`src/logic/patch_pkg.sv`:
```
////////////////////////////////////////////////////////////////////////////
// shared sizes and the ram word layout for the query patch buffer
// pix_credits must be a power of two; the pixel fifo pointers wrap freely
// mem_depth must be a whole number of banks of bank_depth entries
////////////////////////////////////////////////////////////////////////////

package patch_pkg;

  // pixel and patch geometry
  localparam int pix_w = 11;
  localparam int patch_pix = 5;
  localparam int patch_w = pix_w * patch_pix;

  // patch store
  localparam int mem_depth = 512;
  localparam int addr_w = $clog2(mem_depth);
  localparam int bank_depth = 256;
  localparam int bank_addr_w = $clog2(bank_depth);
  localparam int num_banks = mem_depth / bank_depth;
  localparam int lane_w = 32;
  localparam int pad_w = 2 * lane_w - patch_w;
  // macro read plus output register
  localparam int rd_lat = 2;

  // link credits
  localparam int pix_credits = 4;
  localparam int out_credits = 2;

  // derived counter widths
  localparam int fifo_ptr_w = $clog2(pix_credits);
  localparam int fifo_cnt_w = $clog2(pix_credits + 1);
  localparam int pix_cnt_w = $clog2(patch_pix);
  localparam int cred_w = $clog2(out_credits + 1);

  // one ram word, seen as pixels or as the two macro lanes
  typedef union packed {
    struct packed {
      logic [pad_w-1:0]                 pad;
      // pixel 0 sits in the lowest bits
      logic [patch_pix-1:0][pix_w-1:0]  pix;
    } px;
    struct packed {
      logic [lane_w-1:0] hi;
      logic [lane_w-1:0] lo;
    } lanes;
  } patch_word_u;

endpackage

```
`src/logic/query_patch_fetch.sv`:
```
////////////////////////////////////////////////////////////////////////////
// in-order reader of stored patches toward the credit output link
// out_valid follows rd_en by the fixed memory read latency
// load_clear drops reads in flight and gives their credits back
////////////////////////////////////////////////////////////////////////////

`timescale 1ns/1ps

module query_patch_fetch (
  input  logic                              clk,
  input  logic                              rst_n,
  input  logic                              load_clear,
  // patches stored so far
  input  logic [patch_pkg::addr_w:0]        fill_count,
  // memory read port
  output logic                              rd_en,
  output logic [patch_pkg::addr_w-1:0]      rd_addr,
  input  logic [patch_pkg::patch_w-1:0]     rd_patch,
  // output link
  output logic                              out_valid,
  output logic [patch_pkg::patch_w-1:0]     out_patch,
  input  logic                              out_credit
);

  // credits held toward the consumer
  logic [patch_pkg::cred_w-1:0] cred_q;
  // credits of flushed reads
  logic [patch_pkg::cred_w-1:0] cred_back;
  // next patch to read
  logic [patch_pkg::addr_w:0]   rd_ptr;
  // reads in flight, one bit per memory stage
  logic [patch_pkg::rd_lat-1:0] vld_q;

  // issue while a credit is held and data is stored
  assign rd_en = (cred_q != '0) && (rd_ptr < fill_count) && !load_clear;
  assign rd_addr = rd_ptr[patch_pkg::addr_w-1:0];

  // the last stage is suppressed by a clear too
  assign out_valid = vld_q[patch_pkg::rd_lat-1] && !load_clear;
  // memory output register already holds the patch
  assign out_patch = rd_patch;

  // count reads dropped by a clear
  always_comb begin
    cred_back = '0;
    if (load_clear) begin
      for (int i = 0; i < patch_pkg::rd_lat; i++) begin
        cred_back = cred_back + patch_pkg::cred_w'(vld_q[i]);
      end
    end
  end

  always_ff @(posedge clk or negedge rst_n) begin
    if (!rst_n) begin
      cred_q <= patch_pkg::cred_w'(patch_pkg::out_credits);
      rd_ptr <= '0;
      vld_q  <= '0;
    end else begin
      // returned, restored and spent credits in one step
      cred_q <= cred_q + patch_pkg::cred_w'(out_credit) + cred_back
                - patch_pkg::cred_w'(rd_en);
      if (load_clear) begin
        rd_ptr <= '0;
        vld_q  <= '0;
      end else begin
        if (rd_en) begin
          rd_ptr <= rd_ptr + 1'b1;
        end
        // valid walks with the read through the memory
        vld_q <= {vld_q[patch_pkg::rd_lat-2:0], rd_en};
      end
    end
  end

endmodule

```
`config.mk`:
```
export PLATFORM = sky130hd
export DESIGN_NAME = query_patch_fetch
export DESIGN_NICKNAME = d
export VERILOG_FILES = /design/src/logic/patch_pkg.sv /design/src/logic/query_patch_fetch.sv
export SDC_FILE = /design/constraint.sdc
export NUM_CORES = 1
export LEC_CHECK = 0
export BUFFER_PORTS_ARGS = -buffer_cell sky130_fd_sc_hd__buf_2
export CAP_MARGIN = 10
export CORE_MARGIN = 8
export CORE_UTILIZATION = 41
export DETAILED_ROUTE_END_ITERATION = 10
export PLACE_DENSITY_LB_ADDON = 0.15
export SYNTH_ARGS = -nofsm -noshare
export SYNTH_HDL_FRONTEND = slang
export SYNTH_SLANG_ARGS = --single-unit
```
`constraint.sdc`:
```
create_clock -name clk -period 7.2 [get_ports clk]
set_input_delay 1.44 -clock clk [delete_from_list [all_inputs] [get_ports clk]]
set_output_delay 1.44 -clock clk [all_outputs]
set_load 0.02 [all_outputs]
```
==> Word-level counts from Yosys, hierarchy flattened <==
Index checks and enable logic that the tools add are counted.
{ "word_totals": {"out_inout_bits": 66, "reg_bits": 14, "input_bits": 69} }
{ "classes": {"n_mux": 4, "n_reduce_logical": 6, "add_sub_neg": 5, "magnitude_cmp": 1} }
{ "ops": {"columns": ["operator", "n"], "rows": [
  ["10-bit 2-to-1 mux", 2],
  ["10-bit by 1-bit adder with 10-bit output (second input constant)", 1],
  ["10-bit < comparator", 1],
  ["2-bit 2-to-1 mux", 2],
  ["2-bit nonzero test", 2],
  ["1-bit logical AND", 3],
  ["1-bit by 1-bit adder with 2-bit output", 1],
  ["2-bit by 1-bit adder with 2-bit output", 1],
  ["2-bit adder", 1],
  ["2-bit by 1-bit subtractor with 2-bit output", 1],
  ["1-bit zero test", 1]
]} }

==> Depth between registers and ports, before layout <==
{ "depth": {"ltp_word": 5, "mapped_depth": 12, "mapped_depth_nobuf": 10} }

==> Worst setup path after synthesis <==
No wires, ideal clock.
{ "synth_timing": {"path_kind": "input to output", "from": "input fill_count[4] (netlist name)", "to": "output rd_en", "slack_ns": 2.355, "t_required_ns": 5.760, "t_arrival_ns": 3.405, "cell_stages": 8, "n_path_buf": 2, "path_cell_list": "inv_1 ha_1 a21oi_2 a211oi_1 or4_4 buf_6 clkbuf_1 nor3_1"} }
{ "synth_via": {"elab_chain_len": 3} }
{ "synth_rtl": {"columns": ["item", "line", "text"], "rows": [
  ["start, declared", "query_patch_fetch.sv:14", "input logic [patch_pkg::addr_w:0] fill_count,"],
  ["10-bit < comparator", "query_patch_fetch.sv:35", "assign rd_en = (cred_q != '0) && (rd_ptr < fill_count) && !load_clear;"],
  ["1-bit logical AND (2 in a row)", "query_patch_fetch.sv:35", null],
  ["end, declared", "query_patch_fetch.sv:16", "output logic rd_en,"]
]} }
No other way between the ends.

==> Final worst setup path <==
Ends and elaborated chain as after synthesis.

==> results.md <==
- The run finished with clean final reports.
- The die covers 5810 um^2.
- The number of hold violations in the final report is 0.
- The type of the worst min-delay path is flop to flop.
- The cell area after technology mapping is 1490 um^2.
- Timing would allow up to 211 MHz.
- Global routing finished with a remaining overflow of 0.
- The via count of the first global-routing pass is 1007.
- Of the cells placed in the final design, the portion with a size suffix greater than 1 is 0.244.
- Setup repair after global routing left no endpoint under its margin.
- The number of cells traversed by the worst register-to-register path is 8.
- After routing, the total negative slack on setup checks comes to 0 ps.
- The post-synthesis average cell area is 8.50 um^2.
- Counting the fill cells in the layout gives 390.
- The number of nets in the synthesized netlist is 257.
- CTS saw 14 sinks.
- Of the total power, registers draw 0.421.
- In this run the horizontal extent of the chip is 76.2 um.
- Buffers inserted to repair hold after CTS numbered 0.
- At the end of routability-driven placement, the weighted congestion stood at 0.759.
- At the worst endpoint, the required time is 5760 ps.
- For the pin with the worst max-slew slack, the measured transition is 322 ps.
- The detail-routed via count per cell is 5.32.
- In the synthesized netlist the async set-or-reset flop fraction comes to 1.00.
- The critical path crosses 8 cells after its start point.
- The count of unique library cells instantiated by Yosys is 33.
- The combinational power share is 0.404.
- Setup violations remaining at the end of the flow were counted as 0.
- In this design, the critical path's most frequently occurring cell is buf_2.
- Of all nets on the critical path, the largest fanout is 21.
- Entering global routing, the biggest net connects 22 pins.
- The number of core rows is 22.
- The share of the Yosys chip area taken by registers is 0.236.
- The tool flagged a number of max-cap violations equal to 0.
- The combined flip-flop and latch cell area is 352 um^2.
- After synthesis the netlist holds a flip-flop and latch count of 14.
- The synthesis-to-layout area growth is -19.3%.
- The maximum level of the CTS H-tree is 1.
- The remaining antenna violation count after routing is 0.
- Counting instances, the worst hold path has a depth of 1.
- The starting density of the core is 0.416.
- The analysis attributes to net switching a power of 0.000111 W.
- The critical path contains buffers and inverters numbering 3 combined.
- The number of buffers added by the clock tree synthesis step is 3.
- The first global-routing pass estimated 5.01 mm of wire.
- Leaving out filler cells and counting taps, the final layout contains 183.
- The leading register cell type out of synthesis is dfrtp_1.
- The clock slew at the register clock pins of the worst setup and hold paths is 80 ps.
- The longest clock path from root to sink contains 2 buffers.
- The critical path is of the input port to output port type.
- The CTS tree is done.
- The count of placed standard cells including taps is 179.
- Traced cell by cell, the critical path runs through buf_2 -> inv_1 -> ha_1 -> a21oi_2 -> a211oi_1 -> or4_4 -> nor3_1 -> buf_2.
- The initial antenna violation count was 0.
- The launching instance or port of the critical path is fill_count[4].
- The total detailed-routing wirelength is 2.99 mm.
- The number of pins with negative max-slew slack in the final report is 0.
- The global-route total usage across every layer is 0.102.
- The critical path launch point type is an input port.
- The start of the worst register-to-register path is rd_ptr[4]$_DFFE_PN0P_.
- The instance count of the mapped netlist is 175.
- The clock latency of the later-clocked register in the worst-skew pair is 280 ps.
- The internal power summed over all cells is 0.000164 W.
- The worst hold margin is 532 ps.
- The vertical die dimension is 76.2 um.
- The beginning of the worst hold path is vld_q[0]$_DFF_PN0_.
- The final layout net count is 218.
- The areal power density over the cells is 229 nW/um^2.
- Once detailed placement completed, the half-perimeter wirelength came to 2.22 mm.
- The length of the first detailed-routing pass in iterations is 4.
- The number of ports placed on the die boundary is 135.
- For this run, design rule violations remaining after detail routing come to 0.
- The number of flops mapped to enable cells by yosys is 0.
- The kind of end point of the critical path is an output port.
- In this run the static leakage power is 0.571 nW.
- The largest stage delay on the critical path is 640 ps.
- On the critical path, the stage with the largest delay is an instance of or4_4.
- Dividing the final minimum period by the clock period gives 0.657.
- The worst pin sits at a relative slew slack of 0.784.
- The share of total power dissipated in the clock network is 0.174.
- Of the total power, the share spent switching nets is 0.403.
- The data arrival at the endpoint of the critical path is 3290 ps.
- The number of instances resized during post-cts repair is 0.
- The routed design could run at a clock period as short as 4730 ps.
- The cell at the root of the clock tree is clkbuf_4.
- The number of inserted diodes is 0.
- The multi-input combinational cell area is 582 um^2.
- In this run the post-CTS setup repair buffer count came out at 0.
- The total area inside the core boundary comes to 3580 um^2.
- The worst setup skew after layout is 7.74 ps.
- The total number of vias is 973.
- The number of violations reported at the end of detailed-routing iteration 0 is 40.
- The average wire per standard cell is 16.3 um.
- On the critical path the largest part of the delay comes from simple AND/OR/NAND/NOR gates.
- The number of synthesis warnings is 0.
- Input and output buffers added on the ports amount to 24.
- The worst-case vdd ir drop is 0.141 mV.
==> through the flow <==
step                utilization  power (W)  cell area (um^2)  worst slack, ps
global placement          0.328   0.000228              1170             2510
detailed placement        0.328   0.000229              1170             2460
global route              0.335   0.000300              1200             2350
finish                    0.335   0.000275              1200             2470
floorplan                     -   0.000253              1490             2360
CTS                       0.335   0.000279              1200             2450
==> cell type report <==
cell class / instances / share of cell area
clock buffer: 4 / 0.0219
inverter: 14 / 0.0438
multi-input combinational: 78 / 0.485
sequential: 14 / 0.293
tap: 48 / 0.0501
timing repair buffer: 25 / 0.106
==> worst register-to-register path, stage by stage (launching register included) <==
cell and delay (ps):
dfrtp_1 440, ha_1 340, a21oi_2 150, a211oi_1 80, or4_4 640, nor3_1 310, ha_1 290, inv_1 80
fa_1 410
==> synth_stat cells, drive strengths merged (2+ instances only) <==
cell type,n,area (um^2)
a211oi,2,15.0
a21oi,12,63.8
buf,65,492
clkbuf,4,15.0
dfrtp,13,325
ha,12,150
inv,13,48.8
nand2,4,15.0
nand3,7,35.0
nand4,3,18.8
nor2,4,15.0
nor2b,2,12.5
o21ai,4,20.0
o31ai,7,52.6
or4,8,63.8
xnor2,3,26.3
==> state kept, by name, summed over array words and instances (netlist names) <==
signal and cells:
vld_q 2, rd_ptr 10, cred_q 2
==> cells in the final DEF (no fill, tap or decap), types with 2 or more instances in the layout <==
cell,netlist,routed
nand3_1,7,7
o21ai_1,3,3
inv_1,12,12
dfrtp_1,13,13
nand4_1,3,3
nor2b_1,2,2
ha_1,12,12
nand2_1,4,4
or4_1,7,7
a21oi_1,11,11
buf_2,0,24
nor2_1,4,4
clkbuf_4,0,3
o31ai_1,7,7
xnor2_1,3,3
==> kinds of logic (layout without fill, tap and decap cells) <==
| logic type | Yosys count | count (layout) | share of synthesized area |
|---|---|---|---|
| XOR/XNOR | 3 | 3 | 0.0177 |
| adder cells (fa/ha/maj) | 13 | 13 | 0.114 |
| AND/OR/NAND/NOR | 35 | 35 | 0.142 |
| AO/OA/AOI/OAI | 27 | 27 | 0.114 |
| flip-flops | 14 | 14 | 0.236 |
| buffers and inverters | 83 | 43 | 0.376 |
==> power groups by stage <==
stage          sequential, W   clock, W  combinational, W
4_1_cts             0.000116  0.0000502          0.000113
2_1_floorplan       0.000110          0          0.000143
3_5_place_dp        0.000117          0          0.000112
6_report            0.000116  0.0000479          0.000111
3_3_place_gp        0.000118          0          0.000110
5_1_grt             0.000119  0.0000542          0.000127
==> per-layer routing <==
metal / vias up / wire (um) / part of all wire / GRT usage
li1: 456 / - / - / -
met1: 443 / 1330 / 0.45 / 0.122
met2: 52 / 1270 / 0.43 / 0.143
met3: 22 / 279 / 0.093 / 0.0519
met4: 0 / 99 / 0.033 / 0.0538
met5: - / 0 / 0 / 0
==> worst paths after layout <==
check	to	slack [ps]
worst max-delay path	rd_en	2470
max in group asynchronous	cred_q[1]$_DFF_PN1_	5860
worst min-delay path	vld_q[1]$_DFF_PN0_	530
min in group asynchronous	rd_ptr[3]$_DFFE_PN0P_	1040
worst min register to register	vld_q[1]$_DFF_PN0_	530
worst max register to register	cred_q[0]$_DFF_PN0_	4330
Power figures use the tool's default switching activity.
