==> src/logic/patch_pkg.sv <==
////////////////////////////////////////////////////////////////////////////
// shared sizes and the ram word layout for the query patch buffer
// pix_credits must be a power of two; the pixel fifo pointers wrap freely
// mem_depth must be a whole number of banks of bank_depth entries
////////////////////////////////////////////////////////////////////////////

package patch_pkg;

  // pixel and patch geometry
  localparam int pix_w = 11;
  localparam int patch_pix = 5;
  localparam int patch_w = pix_w * patch_pix;

  // patch store
  localparam int mem_depth = 512;
  localparam int addr_w = $clog2(mem_depth);
  localparam int bank_depth = 256;
  localparam int bank_addr_w = $clog2(bank_depth);
  localparam int num_banks = mem_depth / bank_depth;
  localparam int lane_w = 32;
  localparam int pad_w = 2 * lane_w - patch_w;
  // macro read plus output register
  localparam int rd_lat = 2;

  // link credits
  localparam int pix_credits = 4;
  localparam int out_credits = 2;

  // derived counter widths
  localparam int fifo_ptr_w = $clog2(pix_credits);
  localparam int fifo_cnt_w = $clog2(pix_credits + 1);
  localparam int pix_cnt_w = $clog2(patch_pix);
  localparam int cred_w = $clog2(out_credits + 1);

  // one ram word, seen as pixels or as the two macro lanes
  typedef union packed {
    struct packed {
      logic [pad_w-1:0]                 pad;
      // pixel 0 sits in the lowest bits
      logic [patch_pix-1:0][pix_w-1:0]  pix;
    } px;
    struct packed {
      logic [lane_w-1:0] hi;
      logic [lane_w-1:0] lo;
    } lanes;
  } patch_word_u;

endpackage

==> src/logic/query_patch_loader.sv <==
////////////////////////////////////////////////////////////////////////////
// pixel credit receiver and patch assembler
// sender must respect credits; the fifo has no overflow check
// stops popping once 512 patches are stored, until load_clear
// credits of pixels dropped by load_clear come back one per cycle
////////////////////////////////////////////////////////////////////////////

`timescale 1ns/1ps

module query_patch_loader (
  input  logic                              clk,
  input  logic                              rst_n,
  input  logic                              load_clear,
  // pixel link
  input  logic                              pix_valid,
  input  logic [patch_pkg::pix_w-1:0]       pix_data,
  output logic                              pix_credit,
  // write port
  output logic                              wr_en,
  output logic [patch_pkg::addr_w-1:0]      wr_addr,
  output logic [patch_pkg::patch_w-1:0]     wr_patch,
  // status
  output logic [patch_pkg::addr_w:0]        fill_count,
  output logic                              mem_full
);

  // pixel fifo
  logic [patch_pkg::pix_w-1:0]      fifo_mem [patch_pkg::pix_credits];
  logic [patch_pkg::fifo_ptr_w-1:0] fifo_wr_ptr;
  logic [patch_pkg::fifo_ptr_w-1:0] fifo_rd_ptr;
  logic [patch_pkg::fifo_cnt_w-1:0] fifo_cnt;
  // credits owed after a clear
  logic [patch_pkg::fifo_cnt_w-1:0] ret_cnt;
  logic [patch_pkg::fifo_cnt_w-1:0] ret_add;

  // assembly
  logic [patch_pkg::pix_cnt_w-1:0]                    pix_cnt;
  logic [patch_pkg::patch_pix-1:0][patch_pkg::pix_w-1:0] asm_q;
  logic [patch_pkg::patch_pix-1:0][patch_pkg::pix_w-1:0] asm_next;
  logic [patch_pkg::addr_w:0]                          wr_cnt;

  logic push;
  logic pop;

  assign push = pix_valid && !load_clear;
  assign mem_full = (wr_cnt == patch_pkg::mem_depth);
  // no pops while owed credits drain, keeps one pulse per cycle
  assign pop = (fifo_cnt != '0) && !mem_full && !load_clear && (ret_cnt == '0);
  assign pix_credit = pop || (ret_cnt != '0);

  // newest pixel enters at the top, pixel 0 ends up lowest
  assign asm_next = {fifo_mem[fifo_rd_ptr], asm_q[patch_pkg::patch_pix-1:1]};

  // fifth pixel writes on its pop cycle
  assign wr_en = pop && (pix_cnt == patch_pkg::pix_cnt_w'(patch_pkg::patch_pix - 1));
  assign wr_addr = wr_cnt[patch_pkg::addr_w-1:0];
  assign wr_patch = asm_next;
  assign fill_count = wr_cnt;

  // everything in the fifo plus a pixel landing on the clear cycle
  assign ret_add = load_clear ? fifo_cnt + patch_pkg::fifo_cnt_w'(pix_valid) : '0;

  // fifo storage
  always_ff @(posedge clk) begin
    if (push) begin
      fifo_mem[fifo_wr_ptr] <= pix_data;
    end
    if (pop) begin
      asm_q <= asm_next;
    end
  end

  always_ff @(posedge clk or negedge rst_n) begin
    if (!rst_n) begin
      fifo_wr_ptr <= '0;
      fifo_rd_ptr <= '0;
      fifo_cnt    <= '0;
      ret_cnt     <= '0;
      pix_cnt     <= '0;
      wr_cnt      <= '0;
    end else begin
      ret_cnt <= ret_cnt - patch_pkg::fifo_cnt_w'(ret_cnt != '0) + ret_add;
      if (load_clear) begin
        fifo_wr_ptr <= '0;
        fifo_rd_ptr <= '0;
        fifo_cnt    <= '0;
        pix_cnt     <= '0;
        wr_cnt      <= '0;
      end else begin
        fifo_wr_ptr <= fifo_wr_ptr + patch_pkg::fifo_ptr_w'(push);
        fifo_rd_ptr <= fifo_rd_ptr + patch_pkg::fifo_ptr_w'(pop);
        fifo_cnt <= fifo_cnt + patch_pkg::fifo_cnt_w'(push) - patch_pkg::fifo_cnt_w'(pop);
        // group position
        if (wr_en) begin
          pix_cnt <= '0;
          wr_cnt  <= wr_cnt + 1'b1;
        end else if (pop) begin
          pix_cnt <= pix_cnt + 1'b1;
        end
      end
    end
  end

endmodule

==> config.mk <==
export PLATFORM = sky130hd
export DESIGN_NAME = query_patch_loader
export DESIGN_NICKNAME = d
export VERILOG_FILES = /design/src/logic/patch_pkg.sv /design/src/logic/query_patch_loader.sv
export SDC_FILE = /design/constraint.sdc
export NUM_CORES = 1
export LEC_CHECK = 0
export BUFFER_PORTS_ARGS = -buffer_cell sky130_fd_sc_hd__buf_2
export CAP_MARGIN = 20
export CORE_MARGIN = 1.5
export CORE_UTILIZATION = 30
export DETAILED_ROUTE_END_ITERATION = 10
export SLEW_MARGIN = 15
export SYNTH_ARGS = -nofsm -noshare
export SYNTH_HDL_FRONTEND = slang
export SYNTH_SLANG_ARGS = --single-unit
==> constraint.sdc <==
create_clock -name clk -period 10.3 [get_ports clk]
set_input_delay 1.545 -clock clk [delete_from_list [all_inputs] [get_ports clk]]
set_output_delay 1.545 -clock clk [all_outputs]
set_load 0.01 [all_outputs]
Word-level counts from Yosys, hierarchy flattened
Memory sizes are Yosys's and may differ from the RTL's.
Cells that the tools add are included.
Word-level totals
  register bits after elaboration: 67
  bits in latches: 0
  bits in writable memories: 44
  bits in read-only memories: 0
  input port bits: 15
  output and inout bits: 77
  word-level logic and storage cells: 46
  memories: 1
Memories
  fifo_mem: words 4, bits a word 11, read ports 1, clocked after memory_dff 0, wr ports 1, RTL line query_patch_loader.sv:28  | logic [patch_pkg::pix_w-1:0] fifo_mem [patch_pkg::pix_credits];
Cells by class
  $add $sub $neg: 9
  multipliers: 0
  divide/modulo/power cells: 0
  order comparisons: 0
  equality and inequality tests: 2
  shifts and indexed selects: 0
  mux-type cells: 11
  bitwise operators: 0
  reductions and logical operators: 13
Operators by type and width (number)
  $mux W10: 2
  $mux W3: 5
  $add A10 B1 Y10 const B: 1
  $eq A10 B10 Y1 const B: 1
  $reduce_bool A3 Y1: 3
  $add A3 B1 Y3: 2
  $sub A3 B1 Y3: 2
  $logic_and A1 B1 Y1: 5
  $add A2 B1 Y2: 2
  $mux W2: 2
  $add A3 B1 Y3 const B: 1
  $add A3 B3 Y3: 1
  $eq A3 B3 Y1 const B: 1
  $logic_not A3 Y1: 1
  $logic_not A1 Y1: 2
  $mux W1: 2
  $reduce_bool A2 Y1: 1
  $logic_or A1 B1 Y1: 1

Logic depth before layout (Yosys ltp)
Gate-level depths: netlist of the first run.
  depth in word-level cells: 8
  mapped depth: 12

Worst setup path after synthesis of the first run
OpenSTA, ideal clock, no wires.
  path type: input-to-reg
  from: in load_clear
  to: reg fifo_cnt[2] in the netlist's numbering
  arrival: 4149 ps
  data required time: 10168 ps
  slack: 6019 ps
  stages: 9
  path through: nor3_1 > and2_1 > ha_1 > inv_1 > ha_1 > inv_1 > fa_1 > xnor2_1 > nor2_1
On the way
  longest elaborated chain between the ends: 5
RTL lines
  start, declared: RTL line query_patch_loader.sv:13  | input logic load_clear,
  $logic_not A1 Y1: RTL line query_patch_loader.sv:48  | assign pop = (fifo_cnt != '0) && !mem_full && !load_clear && (ret_cnt == '0);
  $logic_and A1 B1 Y1 (2 in a row): RTL line query_patch_loader.sv:48
  named net pop: RTL line query_patch_loader.sv:43  | logic pop;
  $sub A3 B1 Y3: RTL line query_patch_loader.sv:92  | fifo_cnt <= fifo_cnt + patch_pkg::fifo_cnt_w'(push) - patch_pkg::fifo_cnt_w'(pop);
  $mux W3: RTL line query_patch_loader.sv:83  | if (load_clear) begin
  end signal, assigned: RTL line query_patch_loader.sv:92
  end, declared: RTL line query_patch_loader.sv:31  | logic [patch_pkg::fifo_cnt_w-1:0] fifo_cnt;
The timed path passes the listed nets, and every way through them passes these cells.
A chain may end at the register's enable or synchronous reset.

Worst setup path after layout of the first run
  from: in load_clear
  to: out pix_credit
On the way
  longest elaborated chain between the ends: 4
RTL lines
  $logic_not A1 Y1: RTL line query_patch_loader.sv:48
  $logic_and A1 B1 Y1 (2 in a row): RTL line query_patch_loader.sv:48
  $logic_or A1 B1 Y1: RTL line query_patch_loader.sv:49  | assign pix_credit = pop || (ret_cnt != '0);
  end, declared: RTL line query_patch_loader.sv:17  | output logic pix_credit,
Every way passes these cells.

==> reports/summary.txt, run 1 <==
==================================================================================================
Static Leakage ......................................................................      2.12 nW
Total negative setup slack ..........................................................         0 ps
Seq/Total Area, Yosys ...............................................................        0.734
Area of the core ....................................................................    14400 um2
Vias in the first global route ......................................................         2327
Number of failing hold endpoints at the final stage .................................            0
Hold Crit Class .....................................................................      reg2reg
Area taken by multi-input logic gates ...............................................     1030 um2
Detailed-router iteration count before antenna repair ...............................            6
Count of max-cap constraint violations ..............................................            0
Buffer and inverter count on the worst path .........................................            3
Max Fanout on Critical Path .........................................................           25
Routed Wire Length ..................................................................      8.10 mm
Post-route clock skew ...............................................................      9.41 ps
Clock sinks .........................................................................          111
Cell type with the highest aggregate area in the netlist ............................ sky130_fd_sc_hd__edfxtp_1
CP Capture Type .....................................................................   output pin
Aggregate global routing overflow ...................................................            0
Result of the run ...................................................................    completed
CTS Root Buffer Type ................................................................ sky130_fd_sc_hd__clkbuf_16
Clock transition time at the flip-flop clock pins of the worst setup and hold paths .        80 ps
DP HPWL .............................................................................      5.43 mm
Number of fillers in the final layout ...............................................         1388
Critical path start-end classification ..............................................       in2out
Total area of sequential cells ......................................................     3220 um2
Crit path launch type ............................................................... primary input
Initial antenna violation count .....................................................            1
DP Worst Slack ......................................................................      5770 ps
Area of the die .....................................................................    15400 um2
Detail-routed via count per cell ....................................................         4.47
Post-Synthesis Cells ................................................................          253
Number of nets in the layout ........................................................          372
Vertical die dimension ..............................................................       124 um
Maximum number of pins on one net before global-route repair ........................           48
Cell row count ......................................................................           44
Max rail drop VDD ...................................................................    0.0852 mV
Number of warnings issued by yosys ..................................................            0
Mean instance size in the synthesized netlist .......................................     17.3 um2
Final routed DRC violation total ....................................................            0
Count of flip-flops with a built-in enable after synthesis ..........................           88
Arrival time of the worst setup path ................................................      2600 ps
Horiz. Die Dim ......................................................................       124 um
Signed area change from the synthesized netlist to the final layout .................        22.1%
Startpoint of the worst hold path ................................................... wr_patch[40]
Number of I/O pins ..................................................................           92
Skew-Pair Late Insertion Delay ......................................................       350 ps
Sequence of cells on the critical path .............................................. buf_2, inv_1, a31o_2, buf_2
Total count of max-transition violations in the final report ........................            0
Post-synth net total ................................................................          283
Slew HR .............................................................................        0.289
Initial cell density of the core ....................................................        0.304
Launching instance or port of the critical path .....................................   load_clear
Period minus WS final ...............................................................      4150 ps
Number of setup violations in the final report ......................................            0
Gate family responsible for the most delay along the worst path ..................... buffers and inverters
Clock tree from TritonCTS ...........................................................         done
Placed Cells incl. Taps .............................................................          514
Unrepaired setup endpoints after global routing .....................................        false
Post-synth ARST share ...............................................................        0.207
Highest-delay cell along the critical path .......................................... sky130_fd_sc_hd__buf_2
Fraction of final layout cells sized beyond drive strength 1 ........................        0.369
Wire length of the first global-routing pass ........................................      12.3 mm
Area contributors post-synth ........................................................ sky130_fd_sc_hd__edfxtp_1 (60%), sky130_fd_sc_hd__dfrtp_1 (13%), sky130_fd_sc_hd__mux4_2 (5.6%)
Transition time of the tightest slew-check pin ......................................      1060 ps
Slowest stage delay, CP .............................................................       400 ps
Non-filler cells, final .............................................................          532
WL per Instance .....................................................................      15.2 um
Cell area after layout ..............................................................     5360 um2
Max Clk Rate ........................................................................      241 MHz
Number of distinct library cell variants in the gate-level netlist after synthesis ..           40
Final core area utilization .........................................................        0.371
Count of nets left with antenna violations after detail routing .....................            0
Number of storage elements in the synthesis netlist .................................          111
Portion of synthesized cell area occupied by the leading cell type ..................        0.603
PortBufs ............................................................................           91
Inserted Clock Buffers ..............................................................            9
Data required, critical path ........................................................      8760 ps
Cts hold-fix bufs ...................................................................            0
Pwr/cell area .......................................................................   194 nW/um2
Buffer depth of the longest clock path ..............................................            2
R2r startpoint ......................................................................   ret_cnt[1]
Final worst setup slack .............................................................      6150 ps
Cells resized by post-CTS repair ....................................................            0
Violation count after the first detailed-route iteration ............................          134
Post-synthesis instance area ........................................................     4390 um2
Global routing usage summed across all routing layers ...............................        0.110
Most used flip-flop cell after synthesis ............................................ sky130_fd_sc_hd__edfxtp_1
Area after detailed placement .......................................................     4990 um2
Number of setup buffers added after CTS .............................................            0
Via total after detailed routing ....................................................         2379
Final clock period utilization by the worst path ....................................        0.403
Max H-tree Level ....................................................................            3
Most common cell on crit path ....................................................... sky130_fd_sc_hd__buf_2
RePlAce Congestion ..................................................................        0.768
==================================================================================================
[metrics by stage]
step           hold WS [ps]  total power, mW
5_1_grt                 461             1.09
4_1_cts                 451             1.05
2_1_floorplan           499            0.623
3_3_place_gp            423            0.656
3_5_place_dp            433            0.660
6_report                448             1.04
[per-layer routing]
layer / global-route usage / up-vias / part of all wire
li1: - / 1129 / -
met4: 0.0518 / 0 / 0.024
met1: 0.139 / 1184 / 0.44
met2: 0.172 / 54 / 0.49
met5: 0 / - / 0
met3: 0.0366 / 12 / 0.048
[cell usage in the layout, fill, tap and decap left out, types with 3 or more instances in the layout]
| master | n |
|---|---|
| sky130_fd_sc_hd__o21ai_0 | 4 |
| sky130_fd_sc_hd__nor2b_1 | 4 |
| sky130_fd_sc_hd__inv_1 | 15 |
| sky130_fd_sc_hd__nor2_1 | 11 |
| sky130_fd_sc_hd__nand2_1 | 12 |
| sky130_fd_sc_hd__clkbuf_16 | 9 |
| sky130_fd_sc_hd__xor2_1 | 3 |
| sky130_fd_sc_hd__buf_2 | 91 |
| sky130_fd_sc_hd__ha_1 | 13 |
| sky130_fd_sc_hd__nand3_1 | 4 |
| sky130_fd_sc_hd__or3_1 | 6 |
| sky130_fd_sc_hd__mux4_2 | 11 |
| sky130_fd_sc_hd__edfxtp_1 | 88 |
| sky130_fd_sc_hd__xnor2_1 | 6 |
| sky130_fd_sc_hd__dfrtp_1 | 23 |
| sky130_fd_sc_hd__and4_1 | 3 |
| sky130_fd_sc_hd__a21oi_1 | 4 |
[registers in the layout (all words and copies together), names as in the netlist]
register	flops
fifo_wr_ptr	2
fifo_mem	44
pix_cnt	3
fifo_cnt	3
fill_count	10
ret_cnt	3
wr_patch	44
fifo_rd_ptr	2
[worst register-to-register path: cells and delay by family, from the launching register on]
kind,cells,cell delay [ps]
and+or+nand+nor,4,1550
xor gates and xnor gates,1,180
adders and majority gates,3,850
buffers and inverters,2,110
DFF,1,400
[Yosys cell counts (2+ instances only)]
cell type                   n
sky130_fd_sc_hd__and4_1     3
sky130_fd_sc_hd__nand4_2    2
sky130_fd_sc_hd__ha_1      13
sky130_fd_sc_hd__edfxtp_1  88
sky130_fd_sc_hd__nor3b_1    2
sky130_fd_sc_hd__mux4_2    11
sky130_fd_sc_hd__inv_1     15
sky130_fd_sc_hd__o211ai_1   2
sky130_fd_sc_hd__o311ai_0   2
sky130_fd_sc_hd__xor2_1     3
sky130_fd_sc_hd__and2_1     2
sky130_fd_sc_hd__clkbuf_1   2
sky130_fd_sc_hd__xnor2_1    6
sky130_fd_sc_hd__fa_1       2
sky130_fd_sc_hd__buf_4      9
sky130_fd_sc_hd__nor2b_1    4
sky130_fd_sc_hd__mux2i_1    2
sky130_fd_sc_hd__and3_1     2
sky130_fd_sc_hd__nand4_1    2
sky130_fd_sc_hd__dfrtp_1   23
sky130_fd_sc_hd__nor3_1     3
sky130_fd_sc_hd__or3_1      6
sky130_fd_sc_hd__a21oi_1    4
sky130_fd_sc_hd__or4_1      2
sky130_fd_sc_hd__nand3_1    4
sky130_fd_sc_hd__nor2_1    11
sky130_fd_sc_hd__o21ai_0    4
sky130_fd_sc_hd__nand2_1   12
[power breakdown]
part	internal (mW)	leakage (nW)	switching [mW]	total, mW
clock network	0.219	0.167	0.169	0.388
registers	0.512	1.11	0.0175	0.529
logic	0.0527	0.845	0.0663	0.119
total	0.784	2.12	0.253	1.04
[final timing paths]
check / cells past startpoint / to / slack (ps)
worst max register to register: 10 / fifo_cnt[2] / 7090
min in group asynchronous: 1 / ret_cnt[2] / 1170
max in group asynchronous: 1 / fifo_rd_ptr[1] / 8760
worst max-delay path: 4 / pix_credit / 6150
worst min-delay path: 0 / wr_patch[29] / 450
worst min register to register: 0 / wr_patch[29] / 450
[final cells by class]
| cell class | instances | share of cell area |
|---|---|---|
| sequential | 111 | 0.601 |
| multi-input combinational | 113 | 0.192 |
| timing repair buffer | 92 | 0.0902 |
| tap | 184 | 0.0430 |
| clock buffer | 9 | 0.0421 |
| clock inverter | 7 | 0.0210 |
| inverter | 15 | 0.0105 |
| antenna | 1 | 0.000467 |
[kinds of logic after synthesis]
logic type,after synthesis,share of synthesized area
simple gates,59,0.0802
flops,111,0.734
fa+ha+maj,15,0.0462
xor+xnor,9,0.0180
mux,13,0.0611
buf+inv,29,0.0345
compound gates,17,0.0263
Note: power is estimated with default switching activity, not from simulation.
==> inputs of run 2 (changes only) <==
==> constraint.sdc (replaced) <==
create_clock -name clk -period 3.7 [get_ports clk]
set_input_delay 0.555 -clock clk [delete_from_list [all_inputs] [get_ports clk]]
set_output_delay 0.555 -clock clk [all_outputs]
set_load 0.01 [all_outputs]
==> reports/summary.txt, run 2 (synthesis results as in run 1) <==
==================================================================================================
Cell row count ......................................................................           44   unchanged
Leading cell types in the layout, fill and taps excluded ............................ sky130_fd_sc_hd__buf_2 (91), sky130_fd_sc_hd__edfxtp_1 (88), sky130_fd_sc_hd__dfrtp_1 (23), sky130_fd_sc_hd__inv_1 (15), sky130_fd_sc_hd__ha_1 (13)
Clock tree from TritonCTS ...........................................................         done
Max Clk Rate ........................................................................      364 MHz
Cells on worst reg2reg path .........................................................           12   +2
Static Leakage ......................................................................      2.11 nW   -0.30%
Vias in the first global route ......................................................         2343   +0.69%
Global routing usage summed across all routing layers ...............................        0.106   -0.00359
Critical path start-end classification ..............................................      reg2reg
Routed Wire Length ..................................................................      7.95 mm   -1.8%
Count of max-cap constraint violations ..............................................            0   unchanged
Detailed-router iteration count before antenna repair ...............................            5   -1
Horiz. Die Dim ......................................................................       124 um   unchanged
RePlAce Congestion ..................................................................        0.827   +7.7%
Maximum number of pins on one net before global-route repair ........................           47   -2.1%
Worst hold margin ...................................................................       193 ps   -255 ps
PortBufs ............................................................................           91   unchanged
Buffer depth of the longest clock path ..............................................            2   unchanged
Unrepaired setup endpoints after global routing .....................................        false
Result of the run ...................................................................    completed
Skew-Pair Late Insertion Delay ......................................................       340 ps   about the same
Number of I/O pins ..................................................................           92   unchanged
Period minus WS final ...............................................................      2750 ps
Number of failing hold endpoints at the final stage .................................            0   unchanged
CTS Root Buffer Type ................................................................ sky130_fd_sc_hd__clkbuf_16
Aggregate global routing overflow ...................................................            0   unchanged
Final worst setup slack .............................................................       952 ps   -5200 ps
Count of nets left with antenna violations after detail routing .....................            0   unchanged
Total negative setup slack ..........................................................         0 ps   unchanged
Data required, critical path ........................................................      3910 ps   -4850 ps
Clock transition time at the flip-flop clock pins of the worst setup and hold paths .        70 ps   about the same
Clock sinks .........................................................................          111   unchanged
Crit path launch type ...............................................................    flip-flop
Slew HR .............................................................................        0.485   +0.195
Area of the die .....................................................................    15400 um2   unchanged
Internal reg-to-reg setup slack .....................................................       950 ps   -6140 ps
Worst R2R End .......................................................................  fifo_cnt[2]
Fraction of final layout cells sized beyond drive strength 1 ........................        0.371   +0.00255
Hold Crit Class .....................................................................     in2async
Most frequent standard cell in the layout excluding fill and tap cells .............. sky130_fd_sc_hd__buf_2
DP Worst Slack ......................................................................       961 ps   -4810 ps
Area of the core ....................................................................    14400 um2   unchanged
Vertical die dimension ..............................................................       124 um   unchanged
Pwr/cell area .......................................................................   525 nW/um2   +170%
Number of nets in the layout ........................................................          375   +0.81%
Initial antenna violation count .....................................................            1   unchanged
Max rail drop VDD ...................................................................     0.272 mV   +220%
Number of setup buffers added after CTS .............................................            0   unchanged
Inserted Clock Buffers ..............................................................            9   unchanged
Total count of max-transition violations in the final report ........................            0   unchanged
Final routed DRC violation total ....................................................            0   unchanged
DP HPWL .............................................................................      5.43 mm   about the same
Post-route clock skew ...............................................................      11.4 ps   +1.95 ps
Violation count after the first detailed-route iteration ............................          171   +28%
Final clock period utilization by the worst path ....................................        0.743
Cts hold-fix bufs ...................................................................            0   unchanged
Max H-tree Level ....................................................................            3   unchanged
Initial cell density of the core ....................................................        0.304   unchanged
Max Fanout on Critical Path .........................................................           10   -60%
Signed area change from the synthesized netlist to the final layout .................        21.6%
CP Capture Type .....................................................................    flip-flop
Via total after detailed routing ....................................................         2408   +1.2%
Cells resized by post-CTS repair ....................................................            0   unchanged
Number of setup violations in the final report ......................................            0   unchanged
WL per Instance .....................................................................      14.9 um   -2.4%
Arrival time of the worst setup path ................................................      2960 ps   +360 ps
Transition time of the tightest slew-check pin ......................................       773 ps   -287 ps
Detail-routed via count per cell ....................................................         4.50   +0.65%
Wire length of the first global-routing pass ........................................      12.2 mm   -1.3%
R2r startpoint ...................................................................... fill_count[0]
==================================================================================================
run 2: changes by cell type in the layout (fill, tap and decap cells not counted):
cell                         previous run  this run
sky130_fd_sc_hd__bufinv_16              2         1
sky130_fd_sc_hd__clkinvlp_4             0         1
sky130_fd_sc_hd__buf_4                  0         4
sky130_fd_sc_hd__clkinv_2               1         0
sky130_fd_sc_hd__buf_16                 1         0
sky130_fd_sc_hd__clkinv_1               0         1
run 2: metrics by stage:
step | util | instances | area (um2) | total power [mW]
2_1_floorplan | - | 253 | 4390 | 1.73
3_3_place_gp | 0.348 | 518 | 5020 | 1.83
3_5_place_dp | 0.348 | 518 | 5020 | 1.84
4_1_cts | 0.370 | 534 | 5330 | 2.84
5_1_grt | 0.370 | 534 | 5330 | 2.94
6_report | 0.370 | 535 | 5330 | 2.80
run 2: report_power, final:
group,internal (mW),switching [mW],leakage [nW]
Combinational,0.148,0.184,0.855
Sequential,1.42,0.0484,1.11
Clock,0.541,0.454,0.150
run 2: how the worst max path moves through the flow:
stage	startpoint	to	slack, ps	depth (start not counted)
finish	fill_count[0]	fifo_cnt[2]	950	12
global route	fill_count[0]	fifo_cnt[2]	730	12
CTS	fill_count[0]	fifo_cnt[2]	950	12
detailed placement	fill_count[0]	fifo_cnt[2]	960	12
global placement	fill_count[0]	fifo_cnt[2]	1020	12
floorplan	ret_cnt[1]	fifo_cnt[2]	80	11
run 2: cell type report:
type,count,area [um2]
inverter,15,56.3
fill,1383,9090
sequential,111,3220
clock inverter,7,88.8
timing repair buffer,95,485
multi-input combinational,113,1030
clock buffer,9,225
tap,184,230
antenna,1,2.50
run 2: routing by layer:
layer | track usage | vias up | wire length, um
li1 | - | 1135 | -
met1 | 0.131 | 1215 | 3500
met2 | 0.175 | 46 | 3960
met3 | 0.0220 | 12 | 288
met4 | 0.0597 | 0 | 206
met5 | 0 | - | 0
run 2: critical path, cell delays in order, from the launching register on:
cell,delay (ps)
sky130_fd_sc_hd__dfrtp_1,440
sky130_fd_sc_hd__inv_1,80
sky130_fd_sc_hd__ha_1,130
sky130_fd_sc_hd__nor3b_1,270
sky130_fd_sc_hd__nand4_2,290
sky130_fd_sc_hd__and2_2,300
sky130_fd_sc_hd__ha_1,280
sky130_fd_sc_hd__inv_1,60
sky130_fd_sc_hd__ha_1,130
sky130_fd_sc_hd__inv_1,50
sky130_fd_sc_hd__fa_1,370
sky130_fd_sc_hd__xnor2_1,160
sky130_fd_sc_hd__nor2_1,50
